**config.mk**
```make
export PLATFORM = sky130hd
export DESIGN_NAME = bus_router
export DESIGN_NICKNAME = d
export VERILOG_FILES = /design/src/common/xfer_pkg.sv /design/src/logic/bus_router.sv
export SDC_FILE = /design/constraint.sdc
export NUM_CORES = 1
export LEC_CHECK = 0
export ABC_AREA = 1
export BUFFER_PORTS_ARGS = -buffer_cell sky130_fd_sc_hd__buf_2
export CORE_ASPECT_RATIO = 0.6
export CORE_MARGIN = 5
export CORE_UTILIZATION = 27
export CTS_CLUSTER_DIAMETER = 30
export DETAILED_ROUTE_END_ITERATION = 7
export PLACE_DENSITY = 0.61
export SKIP_LAST_GASP = 1
export SLEW_MARGIN = 40
export SYNTH_ARGS = -nofsm -noshare
export SYNTH_HDL_FRONTEND = slang
export SYNTH_SLANG_ARGS = --single-unit
```
**constraint.sdc**
```tcl
create_clock -name clk -period 1.6 [get_ports clk]
set_clock_uncertainty 0.05 [all_clocks]
set_input_delay 0.32 -clock clk [delete_from_list [all_inputs] [get_ports clk]]
set_output_delay 0.32 -clock clk [all_outputs]
set_load 0.02 [all_outputs]
```
**src/common/xfer_pkg.sv**
```systemverilog
// transfer package
// command encoding and default widths shared by the sequencer, router and top
package xfer_pkg;

   // default datapath sizes, overridden through the top-level parameters
   parameter int DATA_W  = 32;  // word width
   parameter int SRAM_AW = 7;   // 128 sram words
   parameter int FR_AW   = 5;   // 32 registers

   // one command per start edge once the fill is done
   typedef enum logic [2:0] {
      CMD_IDLE       = 3'd0,  // no transfer, acknowledged right away
      CMD_TO_SRAM    = 3'd1,  // input word -> sram
      CMD_TO_FR      = 3'd2,  // input word -> register file
      CMD_FROM_SRAM  = 3'd3,  // sram -> rdata
      CMD_FROM_FR    = 3'd4,  // register file -> rdata
      CMD_FR_TO_SRAM = 3'd5,  // copy register -> sram word
      CMD_SRAM_TO_FR = 3'd6   // copy sram word -> register
   } xfer_cmd_e;

endpackage

```
**src/logic/bus_router.sv**
```systemverilog
`timescale 1ns/1ns
// bus router
// turns each op into sram and register-file strobes, stages copies, captures reads
module bus_router #(
   parameter int data_w  = xfer_pkg::DATA_W,
   parameter int sram_aw = xfer_pkg::SRAM_AW,
   parameter int fr_aw   = xfer_pkg::FR_AW
) (
   input  logic                clk,
   input  logic                rst,
   input  logic                op_valid,
   input  xfer_pkg::xfer_cmd_e op,            // held until the next issue
   input  logic [sram_aw-1:0]  op_sram_addr,
   input  logic [fr_aw-1:0]    op_reg_addr,
   input  logic [data_w-1:0]   op_wdata,
   input  logic [data_w-1:0]   sram_rdata,
   input  logic [data_w-1:0]   fr_rdata,
   output logic                op_done,
   output logic                sram_we,
   output logic                sram_re,
   output logic [sram_aw-1:0]  sram_addr,
   output logic [data_w-1:0]   sram_wdata,
   output logic                fr_we,
   output logic                fr_re,
   output logic [fr_aw-1:0]    fr_addr,
   output logic [data_w-1:0]   fr_wdata,
   output logic [data_w-1:0]   rdata           // last word read
);
   import xfer_pkg::*;

   typedef enum logic [1:0] {
      R_IDLE,      // first step fires straight off op_valid
      R_RD_WAIT,   // memory output valid, capture into rdata
      R_CP_STAGE,  // capture source word
      R_CP_WRITE   // write destination from the stage
   } router_state_e;

   router_state_e     state;
   logic [data_w-1:0] stage_word;  // copy buffer
   logic              cp_write;

   assign cp_write = state == R_CP_WRITE;

   // first strobes come straight off the issue pulse, copy writes from the state
   assign sram_we = (op_valid && op == CMD_TO_SRAM) || (cp_write && op == CMD_FR_TO_SRAM);
   assign sram_re = op_valid && (op == CMD_FROM_SRAM || op == CMD_SRAM_TO_FR);
   assign fr_we   = (op_valid && op == CMD_TO_FR) || (cp_write && op == CMD_SRAM_TO_FR);
   assign fr_re   = op_valid && (op == CMD_FROM_FR || op == CMD_FR_TO_SRAM);

   assign sram_addr  = op_sram_addr;
   assign fr_addr    = op_reg_addr;
   assign sram_wdata = cp_write ? stage_word : op_wdata;
   assign fr_wdata   = cp_write ? stage_word : op_wdata;

   always_ff @(posedge clk) begin
      if (rst) begin
         state   <= R_IDLE;
         op_done <= 1'b0;
         rdata   <= '0;  // display shows zeros after reset
      end else begin
         op_done <= 1'b0;
         case (state)
            R_IDLE: begin
               if (op_valid) begin
                  case (op)
                     CMD_FROM_SRAM, CMD_FROM_FR:   state <= R_RD_WAIT;
                     CMD_FR_TO_SRAM, CMD_SRAM_TO_FR: state <= R_CP_STAGE;
                     default:                       op_done <= 1'b1;  // writes and idle
                  endcase
               end
            end
            R_RD_WAIT: begin
               rdata   <= (op == CMD_FROM_SRAM) ? sram_rdata : fr_rdata;
               op_done <= 1'b1;
               state   <= R_IDLE;
            end
            R_CP_STAGE: state <= R_CP_WRITE;
            R_CP_WRITE: begin
               op_done <= 1'b1;
               state   <= R_IDLE;
            end
            default: state <= R_IDLE;
         endcase
      end
   end

   // source word of a copy, valid the cycle after its read strobe
   always_ff @(posedge clk) begin
      if (state == R_CP_STAGE) begin
         stage_word <= (op == CMD_SRAM_TO_FR) ? sram_rdata : fr_rdata;
      end
   end

endmodule

```
## Word level (Yosys, flattened, before mapping)

Cells that the tools add are included.

- Equality and inequality tests: 11
- Reductions and logical operators: 16
- Muxes and demuxes: 9

Operators with widths:

| cell | number |
|---|---|
| $mux W32 | 3 |
| $eq A3 B3 Y1 const B | 3 |
| $eq A3 B2 Y1 const B | 2 |
| $logic_and A1 B1 Y1 | 6 |
| $pmux W2 S3 | 1 |
| $reduce_or A2 Y1 | 3 |
| $eq A2 B2 Y1 const B | 2 |
| $logic_or A1 B1 Y1 | 4 |
| $pmux W2 S2 | 1 |
| $reduce_or A4 Y1 | 1 |
| $eq A3 B1 Y1 const B | 1 |
| $ne A3 B1 Y1 const B | 1 |
| $eq A2 B1 Y1 const B | 1 |
| $logic_not A2 Y1 | 1 |
| $mux W1 | 2 |
| $mux W2 | 1 |
| $ne A2 B2 Y1 const B | 1 |
| $pmux W1 S2 | 1 |
| $reduce_and A2 Y1 | 1 |

- Register bits: 67
- Input port bits: 114
- Word-level logic and storage cells: 40
- Output and inout port bits: 113

## Longest topological paths before layout

Gate-level depths: netlist (run 1).

- Word-level depth: 5
- Gate-level depth with buffers: 7
- Gate-level depth less buffers: 6

## Worst setup path after synthesis (run 1)

Ideal clock, no wire load.

- Kind: reg2out
- From: register state[1]
- To: output port fr_we
- Stages on the path, launching flop included: 6
- Arrival: 1.314 ns
- Buffers on the path: 1
- Setup slack: -0.084 ns
- Required time: 1.230 ns
- Cells stage by stage: dfxtp_1 -> nand2_2 -> buf_6 -> nand2_1 -> o21ai_0 -> nor3_1

- Word-level cells in the longest chain between the ends: 3

Ends and longest elaborated chain:

| item | line | text |
|---|---|---|
| from (decl) | bus_router.sv:38 | `router_state_e state;` |
| from (signal assigned) | bus_router.sv:57 | `state <= R_IDLE;` |
| from (signal assigned) | bus_router.sv:66 | `CMD_FROM_SRAM, CMD_FROM_FR: state <= R_RD_WAIT;` |
| from (signal assigned) | bus_router.sv:67 | `CMD_FR_TO_SRAM, CMD_SRAM_TO_FR: state <= R_CP_STAGE;` |
| $eq A2 B2 Y1 | bus_router.sv:42 | `assign cp_write = state == R_CP_WRITE;` |
| $logic_and A1 B1 Y1 | bus_router.sv:47 | `assign fr_we = (op_valid && op == CMD_TO_FR) \|\| (cp_write && op == CMD_SRAM_TO_FR);` |
| $logic_or A1 B1 Y1 | bus_router.sv:47 |  |
| to (decl) | bus_router.sv:23 | `output logic fr_we,` |

Every way passes these cells.

## Worst setup path in the final report (run 1)

- From: register state[1]
- To: output port fr_wdata[7]

- Word-level cells in the longest chain between the ends: 2

Ends and longest elaborated chain:

| item | line | text |
|---|---|---|
| $eq A2 B2 Y1 | bus_router.sv:42 |  |
| $mux W32 | bus_router.sv:53 | `assign fr_wdata = cp_write ? stage_word : op_wdata;` |
| to (decl) | bus_router.sv:26 | `output logic [data_w-1:0] fr_wdata,` |

Every way passes these cells.

==> results of run 1 <==
flip-flops by register name, summed over array words and instances (netlist names):
register	flops
stage_word	32
op_done	1
rdata	32
state	2
through the flow:
step	setup slack (ns)	util	TNS, ns	cell area [µm²]
floorplan	-0.0838	-	-0.168	4080
global placement	0.105	0.341	0	4990
detailed placement	0.0714	0.341	0	4990
CTS	-0.285	0.367	-15.26	5370
global route	-0.276	0.404	-17.32	5910
finish	-0.215	0.404	-13.33	5910
worst min-delay path, delay by kind of cell:
kind | cells | cell delay (ns)
compound gates | 1 | 0.05
buf+inv | 1 | 0.09
simple gates | 1 | 0.06
layout make-up:
| class | instances | area share |
|---|---|---|
| repair buffers | 221 | 0.283 |
| clock buffers | 9 | 0.0381 |
| flip-flops and latches | 67 | 0.282 |
| well taps | 198 | 0.0419 |
| clock inverters | 7 | 0.0131 |
| multi-input cells | 315 | 0.295 |
| inverters | 72 | 0.0463 |
cell families after synthesis:
| logic type | after synthesis |
|---|---|
| simple gates | 248 |
| mux | 32 |
| buf+inv | 142 |
| compound gates | 35 |
| flops | 67 |
per-layer routing:
| metal | track usage | share of wire | routed length [µm] | vias to the layer above |
|---|---|---|---|---|
| met2 | 0.199 | 0.42 | 5420 | 181 |
| li1 | - | - | - | 1907 |
| met3 | 0.0536 | 0.098 | 1270 | 7 |
| met1 | 0.182 | 0.48 | 6170 | 1728 |
| met4 | 0.0342 | 0.0070 | 91 | 0 |
| met5 | 0 | 0 | 0 | - |
worst min path at each step:
stage / from / end / slack (ns) / depth (start not counted)
global placement: rdata[4]$_SDFFE_PP0P_ / rdata[4]$_SDFFE_PP0P_ / 0.49 / 4
global route: fr_rdata[13] / stage_word[13]$_DFFE_PP_ / 0.22 / 3
floorplan: sram_rdata[0] / rdata[0]$_SDFFE_PP0P_ / 0.46 / 4
detailed placement: rdata[8]$_SDFFE_PP0P_ / rdata[8]$_SDFFE_PP0P_ / 0.49 / 4
CTS: fr_rdata[0] / stage_word[0]$_DFFE_PP_ / 0.21 / 3
finish: fr_rdata[0] / stage_word[0]$_DFFE_PP_ / 0.23 / 3
cell usage in the layout, fill, tap and decap left out, types with 2 or more instances in the layout:
| cell | netlist | routed |
|---|---|---|
| buf_12 | 0 | 7 |
| clkinv_4 | 0 | 3 |
| inv_1 | 70 | 69 |
| buf_4 | 47 | 13 |
| dfxtp_4 | 0 | 2 |
| mux2_4 | 0 | 32 |
| nand3_1 | 37 | 37 |
| o21ai_1 | 4 | 4 |
| inv_2 | 2 | 2 |
| buf_8 | 0 | 2 |
| clkbuf_16 | 0 | 11 |
| nand2_1 | 134 | 133 |
| buf_2 | 3 | 138 |
| nor2_4 | 2 | 2 |
| nand2_4 | 1 | 2 |
| o21ai_2 | 9 | 10 |
| dfxtp_1 | 35 | 33 |
| edfxtp_1 | 32 | 32 |
| nor2_1 | 68 | 68 |
| buf_6 | 14 | 59 |
| clkinvlp_4 | 0 | 2 |
| a21oi_1 | 2 | 2 |
| nor3_1 | 3 | 2 |
| o21ai_0 | 20 | 19 |
report_power, final:
group | internal, W | total (W) | switching [W]
Combinational | 0.000543 | 0.00123 | 0.000689
Clock | 0.00122 | 0.00201 | 0.000791
Sequential | 0.00191 | 0.00196 | 0.0000510
what timing repair did:
action / 4_1_cts / 5_1_grt
resized for setup: 21 / 148
hold buffers: 0 / 0
gates cloned: 0 / 3
buffers inserted: 1 / 0
pin swaps: 0 / 2
endpoints found under the setup margin: 66 / 66
==> results.md, run 1 <==
* Status: finished with violations
* Failing checks: setup timing
* # rows at 34
* GRT Residual Overflow at 0
* Synth Flop Type: dfxtp_1
* DRC viols at 0
* Fin worst setup slack at -0.215 ns
* Final std cells w/o fill at 889
* Nets at 800
* Global-route total usage across every layer at 0.134
* Total clock buffers created by CTS at 9
* Startpoint Class: flip-flop
* P per Cell Area at 879 nW/µm²
* FF/Latch Area at 1670 µm²
* Post-synthesis net count at 638
* Proportion of synthesized area in mux cells at 0.0884
* Port bufs at 202
* N_diodes at 0
* Share of the synthesized area in the top cell type at 0.236
* Leakage at 3.18 nW
* Hold crit path type: in2reg
* Area Growth Syn to Fin at 45.1%
* Iter 0 DRT Violations at 196
* Dominant cell type by area after synthesis: edfxtp_1
* First-pass DRT Iterations at 5
* Die Y at 105 µm
* Routed wire length at 12.9 mm
* Final RePlAce weighted congestion at 0.812
* Post-synthesis sequential area ratio at 0.408
* Routed vias/inst at 4.30
* Slew HR at 0.795
* Count of clock tree sinks at 67
* Max Cap Violations at 0
* Critical path cell sequence: nand2_8, buf_8, mux2_4, buf_4
* Crit path capture: fr_wdata[7]
* Clock Tree Buf Depth at 2
* Antenna violations before repair at 0
* Reg2reg end: stage_word[13]$_DFFE_PP_
* Max H-tree Level at 3
* F_max at 551 MHz
* Root Buffer: clkbuf_16
* Clk slew on worst S/H paths at 0.07 ns
* Synthesized area at 4080 µm²
* Global-route wire length before repair at 19.0 mm
* Routed WL per cell at 14.6 µm
* Layout cells sized above 1 at 0.423
* Async S/R FF share, synth at 0
* Syn Area/Cell at 7.78 µm²
* Dpl hpwl at 9.24 mm
* Crit path DAT at 1.45 ns
* Required @ worst endpoint at 1.23 ns
* Die width at 169 µm
* Vias in the first global route at 3,610
* R2R Setup Slk at 0.19 ns
* Worst-margin pin slew at 0.307 ns
* Max VDD drop at 0.415 mV
* Worst setup path startpoint: state[1]$_SDFFE_PP0P_
* Post-route ant nets at 0
* Slowest CP cell: dfxtp_4
* Setup Viol. Count Final at 66
* Adder-Cell Fraction of Synth Area at 0
* Largest family of logic cells by synthesized area: simple AND/OR/NAND/NOR gates
* Slew Limit Fails at 0
* Crit path buf inv count at 2
* Largest net degree at the start of global routing at 38
* Core Region at 14,600 µm²
* Synth warnings at 0
* # IOs at 227
* Synth Area in Compound Gates at 0.0513
* Tmin final at 1.82 ns
* CP endpoint kind: primary output
* Critical path's top delay family: flip-flops
* Fill cell count at 1,496
* Yosys reg bits at 67
* Routed vias at 3,823
* Crit-path max cell delay at 0.36 ns
* Synthesized instance count at 524
* CTS tree: yes
* Number of cells on the critical path at 4
* Post-synth top cells: nand2_1 (134), inv_1 (70), nor2_1 (68)
* Total design power at 0.00520 W
* Most common cell in the netlist: nand2_1
* Final Hold Viols at 0
* CP max FO at 7
* Unique masters post-synth at 22
* Final hold slack at 0.231 ns
* Die area at 17,700 µm²
* Largest cells by area after synthesis: edfxtp_1 (24%), dfxtp_1 (17%), nand2_1 (12%)
* Initial Util at 0.278
* DP Cell Count at 869
* WS Path Type: reg2out
* Multi-input gate area at 1750 µm²
* Post-Synth Simple-Gate Area at 0.252
* Unrepaired setup endpoints after global routing: yes
* RR Startpoint: state[0]$_SDFFE_PP0P_
* Clk Latency, worst-skew pair at 0.33 ns
* Post-Synth XOR/XNOR Area at 0
* Final period util at 1.13
* R2R depth at 5
* Number of synthesized flops with an enable pin at 32
No activity file was read; power rests on OpenSTA's default activity.
==> run 2, diff against run 1 <==
--- a/config.mk
+++ b/config.mk
@@ -5,8 +5,7 @@
 export SDC_FILE = /design/constraint.sdc
 export NUM_CORES = 1
 export LEC_CHECK = 0
-export ABC_AREA = 1
-export BUFFER_PORTS_ARGS = -buffer_cell sky130_fd_sc_hd__buf_2
+export BUFFER_PORTS_ARGS = -buffer_cell sky130_fd_sc_hd__clkbuf_2
 export CORE_ASPECT_RATIO = 0.6
 export CORE_MARGIN = 5
 export CORE_UTILIZATION = 27
==> constraint.sdc (replaced) <==
create_clock -name clk -period 2.25 [get_ports clk]
set_clock_uncertainty 0.05 [all_clocks]
set_input_delay 0.45 -clock clk [delete_from_list [all_inputs] [get_ports clk]]
set_output_delay 0.45 -clock clk [all_outputs]
set_load 0.02 [all_outputs]
==> results.md, run 2 <==
* Status: finished clean
* Die Y at 101 µm (-4.4%)
* # IOs at 227 (unchanged)
* CP endpoint kind: primary output
* Hold Startpoint: fr_rdata[22]
* Antenna violations before repair at 0 (unchanged)
* First-pass DRT Iterations at 4 (-1)
* Max VDD drop at 0.271 mV (-35%)
* Initial Util at 0.273 (-0.00593)
* Final RePlAce weighted congestion at 0.765 (-5.8%)
* Slew HR at 0.457 (-0.338)
* Largest cells by area after synthesis: edfxtp_1 (26%), dfxtp_1 (19%), mux2_2 (16%)
* Clock Tree Buf Depth at 2 (unchanged)
* R2R depth at 3 (-2)
* Final period util at 0.939
* Dominant cell type by area after synthesis: edfxtp_1
* Core Region at 13,500 µm² (-7.5%)
* Routed WL per cell at 16.4 µm (+13%)
* Clock share of power at 0.388 (+0.002)
* Die area at 16,200 µm² (-8.7%)
* Area Growth Syn to Fin at 30.0%
* Dpl hpwl at 8.29 mm (-10%)
* Post-synthesis net count at 467 (-27%)
* Worst-margin pin slew at 0.814 ns (+0.507 ns)
* Async S/R FF share, synth at 0 (unchanged)
* Slowest CP cell: dfxtp_1
* DP Cell Count at 668 (-23%)
* N_diodes at 0 (unchanged)
* RR Startpoint: state[1]$_SDFFE_PP0P_
* Unrepaired setup endpoints after global routing: no
* Synthesized instance count at 353 (-33%)
* Clk slew on worst S/H paths at 0.06 ns (about the same)
* Critical path cell sequence: nand2_2, buf_6, mux2_2, clkbuf_2
* Routed vias/inst at 4.66 (+8.3%)
* Final std cells w/o fill at 684 (-23%)
* Hold crit path type: in2reg
* WS Path Type: reg2out
* Max Cap Violations at 0 (unchanged)
* Biggest regs: rdata x32, stage_word x32, state x2
* Syn Area/Cell at 10.5 µm² (+34%)
* Reg2reg end: stage_word[24]$_DFFE_PP_
* # rows at 33 (-2.9%)
* Tmin final at 2.11 ns
* Root Buffer: clkbuf_16
* WHS Path Cells at 3 (unchanged)
* Vias in the first global route at 3,269 (-9.4%)
* Slew Limit Fails at 0 (unchanged)
* Required @ worst endpoint at 1.75 ns (+0.52 ns)
* Sw frac at 0.277 (-0.0172)
* Most common library cell in the layout ignoring fill and taps: clkbuf_2
* Nets at 618 (-23%)
* CP max FO at 21 (+14)
* GRT Residual Overflow at 0 (unchanged)
* Post-synthesis sequential area ratio at 0.450 (+0.0424)
* Setup Viol. Count Final at 0 (-100%)
* Port bufs at 202 (unchanged)
* Clk Latency, worst-skew pair at 0.32 ns (about the same)
* Yosys reg bits at 67 (unchanged)
* R2R Setup Slk at 0.57 ns (+0.38 ns)
* Layout cells sized above 1 at 0.554 (+0.131)
* Crit path DAT at 1.61 ns (+0.16 ns)
* Sequential share of power at 0.421 (+0.044)
* Routed vias at 3,187 (-17%)
* Post-synth top cells: nand2_1 (66), mux2_2 (53), buf_4 (49)
* Post-CTS Setup Bufs at 0 (-1)
* P_int at 0.00238 W (-35%)
* Number of synthesized flops with an enable pin at 32 (unchanged)
* Largest net degree at the start of global routing at 47 (+24%)
* Iter 0 DRT Violations at 115 (-41%)
* Switching pwr at 0.000912 W (-40%)
* Most common cell in the netlist: nand2_1
* Synth warnings at 0 (unchanged)
* Count of clock tree sinks at 67 (unchanged)
* Total clock buffers created by CTS at 9 (unchanged)
* Fill cell count at 1,402 (-6.3%)
* DRC viols at 0 (unchanged)
* F_max at 473 MHz
* Comb power frac at 0.191 (-0.046)
* Startpoint Class: flip-flop
* Crit-path max cell delay at 0.39 ns (+0.03 ns)
* Synthesized area at 3690 µm² (-9.4%)
* Die width at 161 µm (-4.5%)
* Global-route wire length before repair at 16.9 mm (-11%)
* Share of the synthesized area in the top cell type at 0.260 (+0.0245)
* Leading cell types in the layout, fill and taps excluded: clkbuf_2 (201), nand2_1 (65), mux2_2 (53), dfxtp_1 (35), nor2_1 (34)
* P per Cell Area at 685 nW/µm² (-22%)
* Unique masters post-synth at 26 (+18%)
* Synth Flop Type: dfxtp_1
* Routed wire length at 11.2 mm (-13%)
* Hold path endpoint: rdata[22]$_SDFFE_PP0P_
* Max H-tree Level at 3 (unchanged)
* CTS tree: yes
* Post-route ant nets at 0 (unchanged)
* Fin Setup TNS at 0 ns (+13.33 ns)
* Global-route total usage across every layer at 0.132 (-0.00171)
* Final Hold Viols at 0 (unchanged)
* Leakage at 2.14 nW (-33%)
run 2: cell count changes after synthesis, sizes merged, moves of 3 or more:
cell    previous run  this run
a311oi             0        32
nor3b              0         3
inv               72         1
nand3             39         0
nand2            136        66
buf               64        67
mux2              32        64
nor2              70        35
o21ai             33         1
run 2: through the flow:
stage               utilization  power (W)  worst slack [ns]  hold slack (ns)  area [µm²]
global placement          0.334    0.00203             0.419            0.436        4530
detailed placement        0.334    0.00204             0.397            0.443        4530
finish                    0.354    0.00329             0.137            0.330        4800
CTS                       0.354    0.00335            0.0397            0.308        4790
global route              0.354    0.00345            0.0460            0.316        4800
floorplan                     -    0.00185             0.231            0.455        3690
run 2: layout make-up:
class                   instances  area (µm²)  share of cell area
clock buffers                  13         250              0.0522
repair buffers                211        1110               0.231
multi-input cells             214        1540               0.321
flip-flops and latches         67        1660               0.346
well taps                     175         219              0.0456
inverters                       1        3.75            0.000782
clock inverters                 3        16.3             0.00339
run 2: cell families (layout without fill, tap and decap cells):
| group | Yosys count | count (layout) | synth area share |
|---|---|---|---|
| AO/OA/AOI/OAI | 39 | 39 | 0.0898 |
| buffers and inverters | 72 | 228 | 0.138 |
| XOR/XNOR | 1 | 1 | 0.00237 |
| multiplexers | 64 | 64 | 0.195 |
| flip-flops | 67 | 67 | 0.450 |
| AND/OR/NAND/NOR | 110 | 110 | 0.125 |
run 2: worst max-delay path, delay by kind of cell, from the launching register on:
family | cells | cell delay, ns
muxes | 1 | 0.39
buffers and inverters | 2 | 0.40
DFF | 1 | 0.39
and+or+nand+nor | 1 | 0.11
run 2: metal layers:
layer / vias up / GRT usage / share of wire
met5: - / 0 / 0
met4: 0 / 0.0374 / 0.013
met3: 18 / 0.0535 / 0.080
met2: 140 / 0.221 / 0.47
met1: 1514 / 0.160 / 0.44
li1: 1515 / - / -
run 2: repair_timing:
item,4_1_cts,5_1_grt
hold buffers,0,0
resized for setup,0,1
setup endpoints to repair,0,42
run 2: power by group through the flow:
| stage | sequential [W] | combinational, W | clock, W |
|---|---|---|---|
| after floorplan | 0.00145 | 0.000404 | 0 |
| after global placement | 0.00141 | 0.000622 | 0 |
| after detailed placement | 0.00141 | 0.000632 | 0 |
| after CTS | 0.00138 | 0.000634 | 0.00133 |
| after global routing | 0.00139 | 0.000677 | 0.00138 |
| final | 0.00138 | 0.000626 | 0.00128 |
run 2: how the worst max path moves through the flow:
stage / from / to / cells after the start
floorplan: op[2] / sram_re / 4
global placement: state[0]$_SDFFE_PP0P_ / fr_wdata[15] / 4
detailed placement: state[0]$_SDFFE_PP0P_ / sram_wdata[12] / 4
CTS: state[0]$_SDFFE_PP0P_ / sram_wdata[12] / 4
global route: state[0]$_SDFFE_PP0P_ / fr_wdata[24] / 4
finish: state[0]$_SDFFE_PP0P_ / sram_wdata[12] / 4
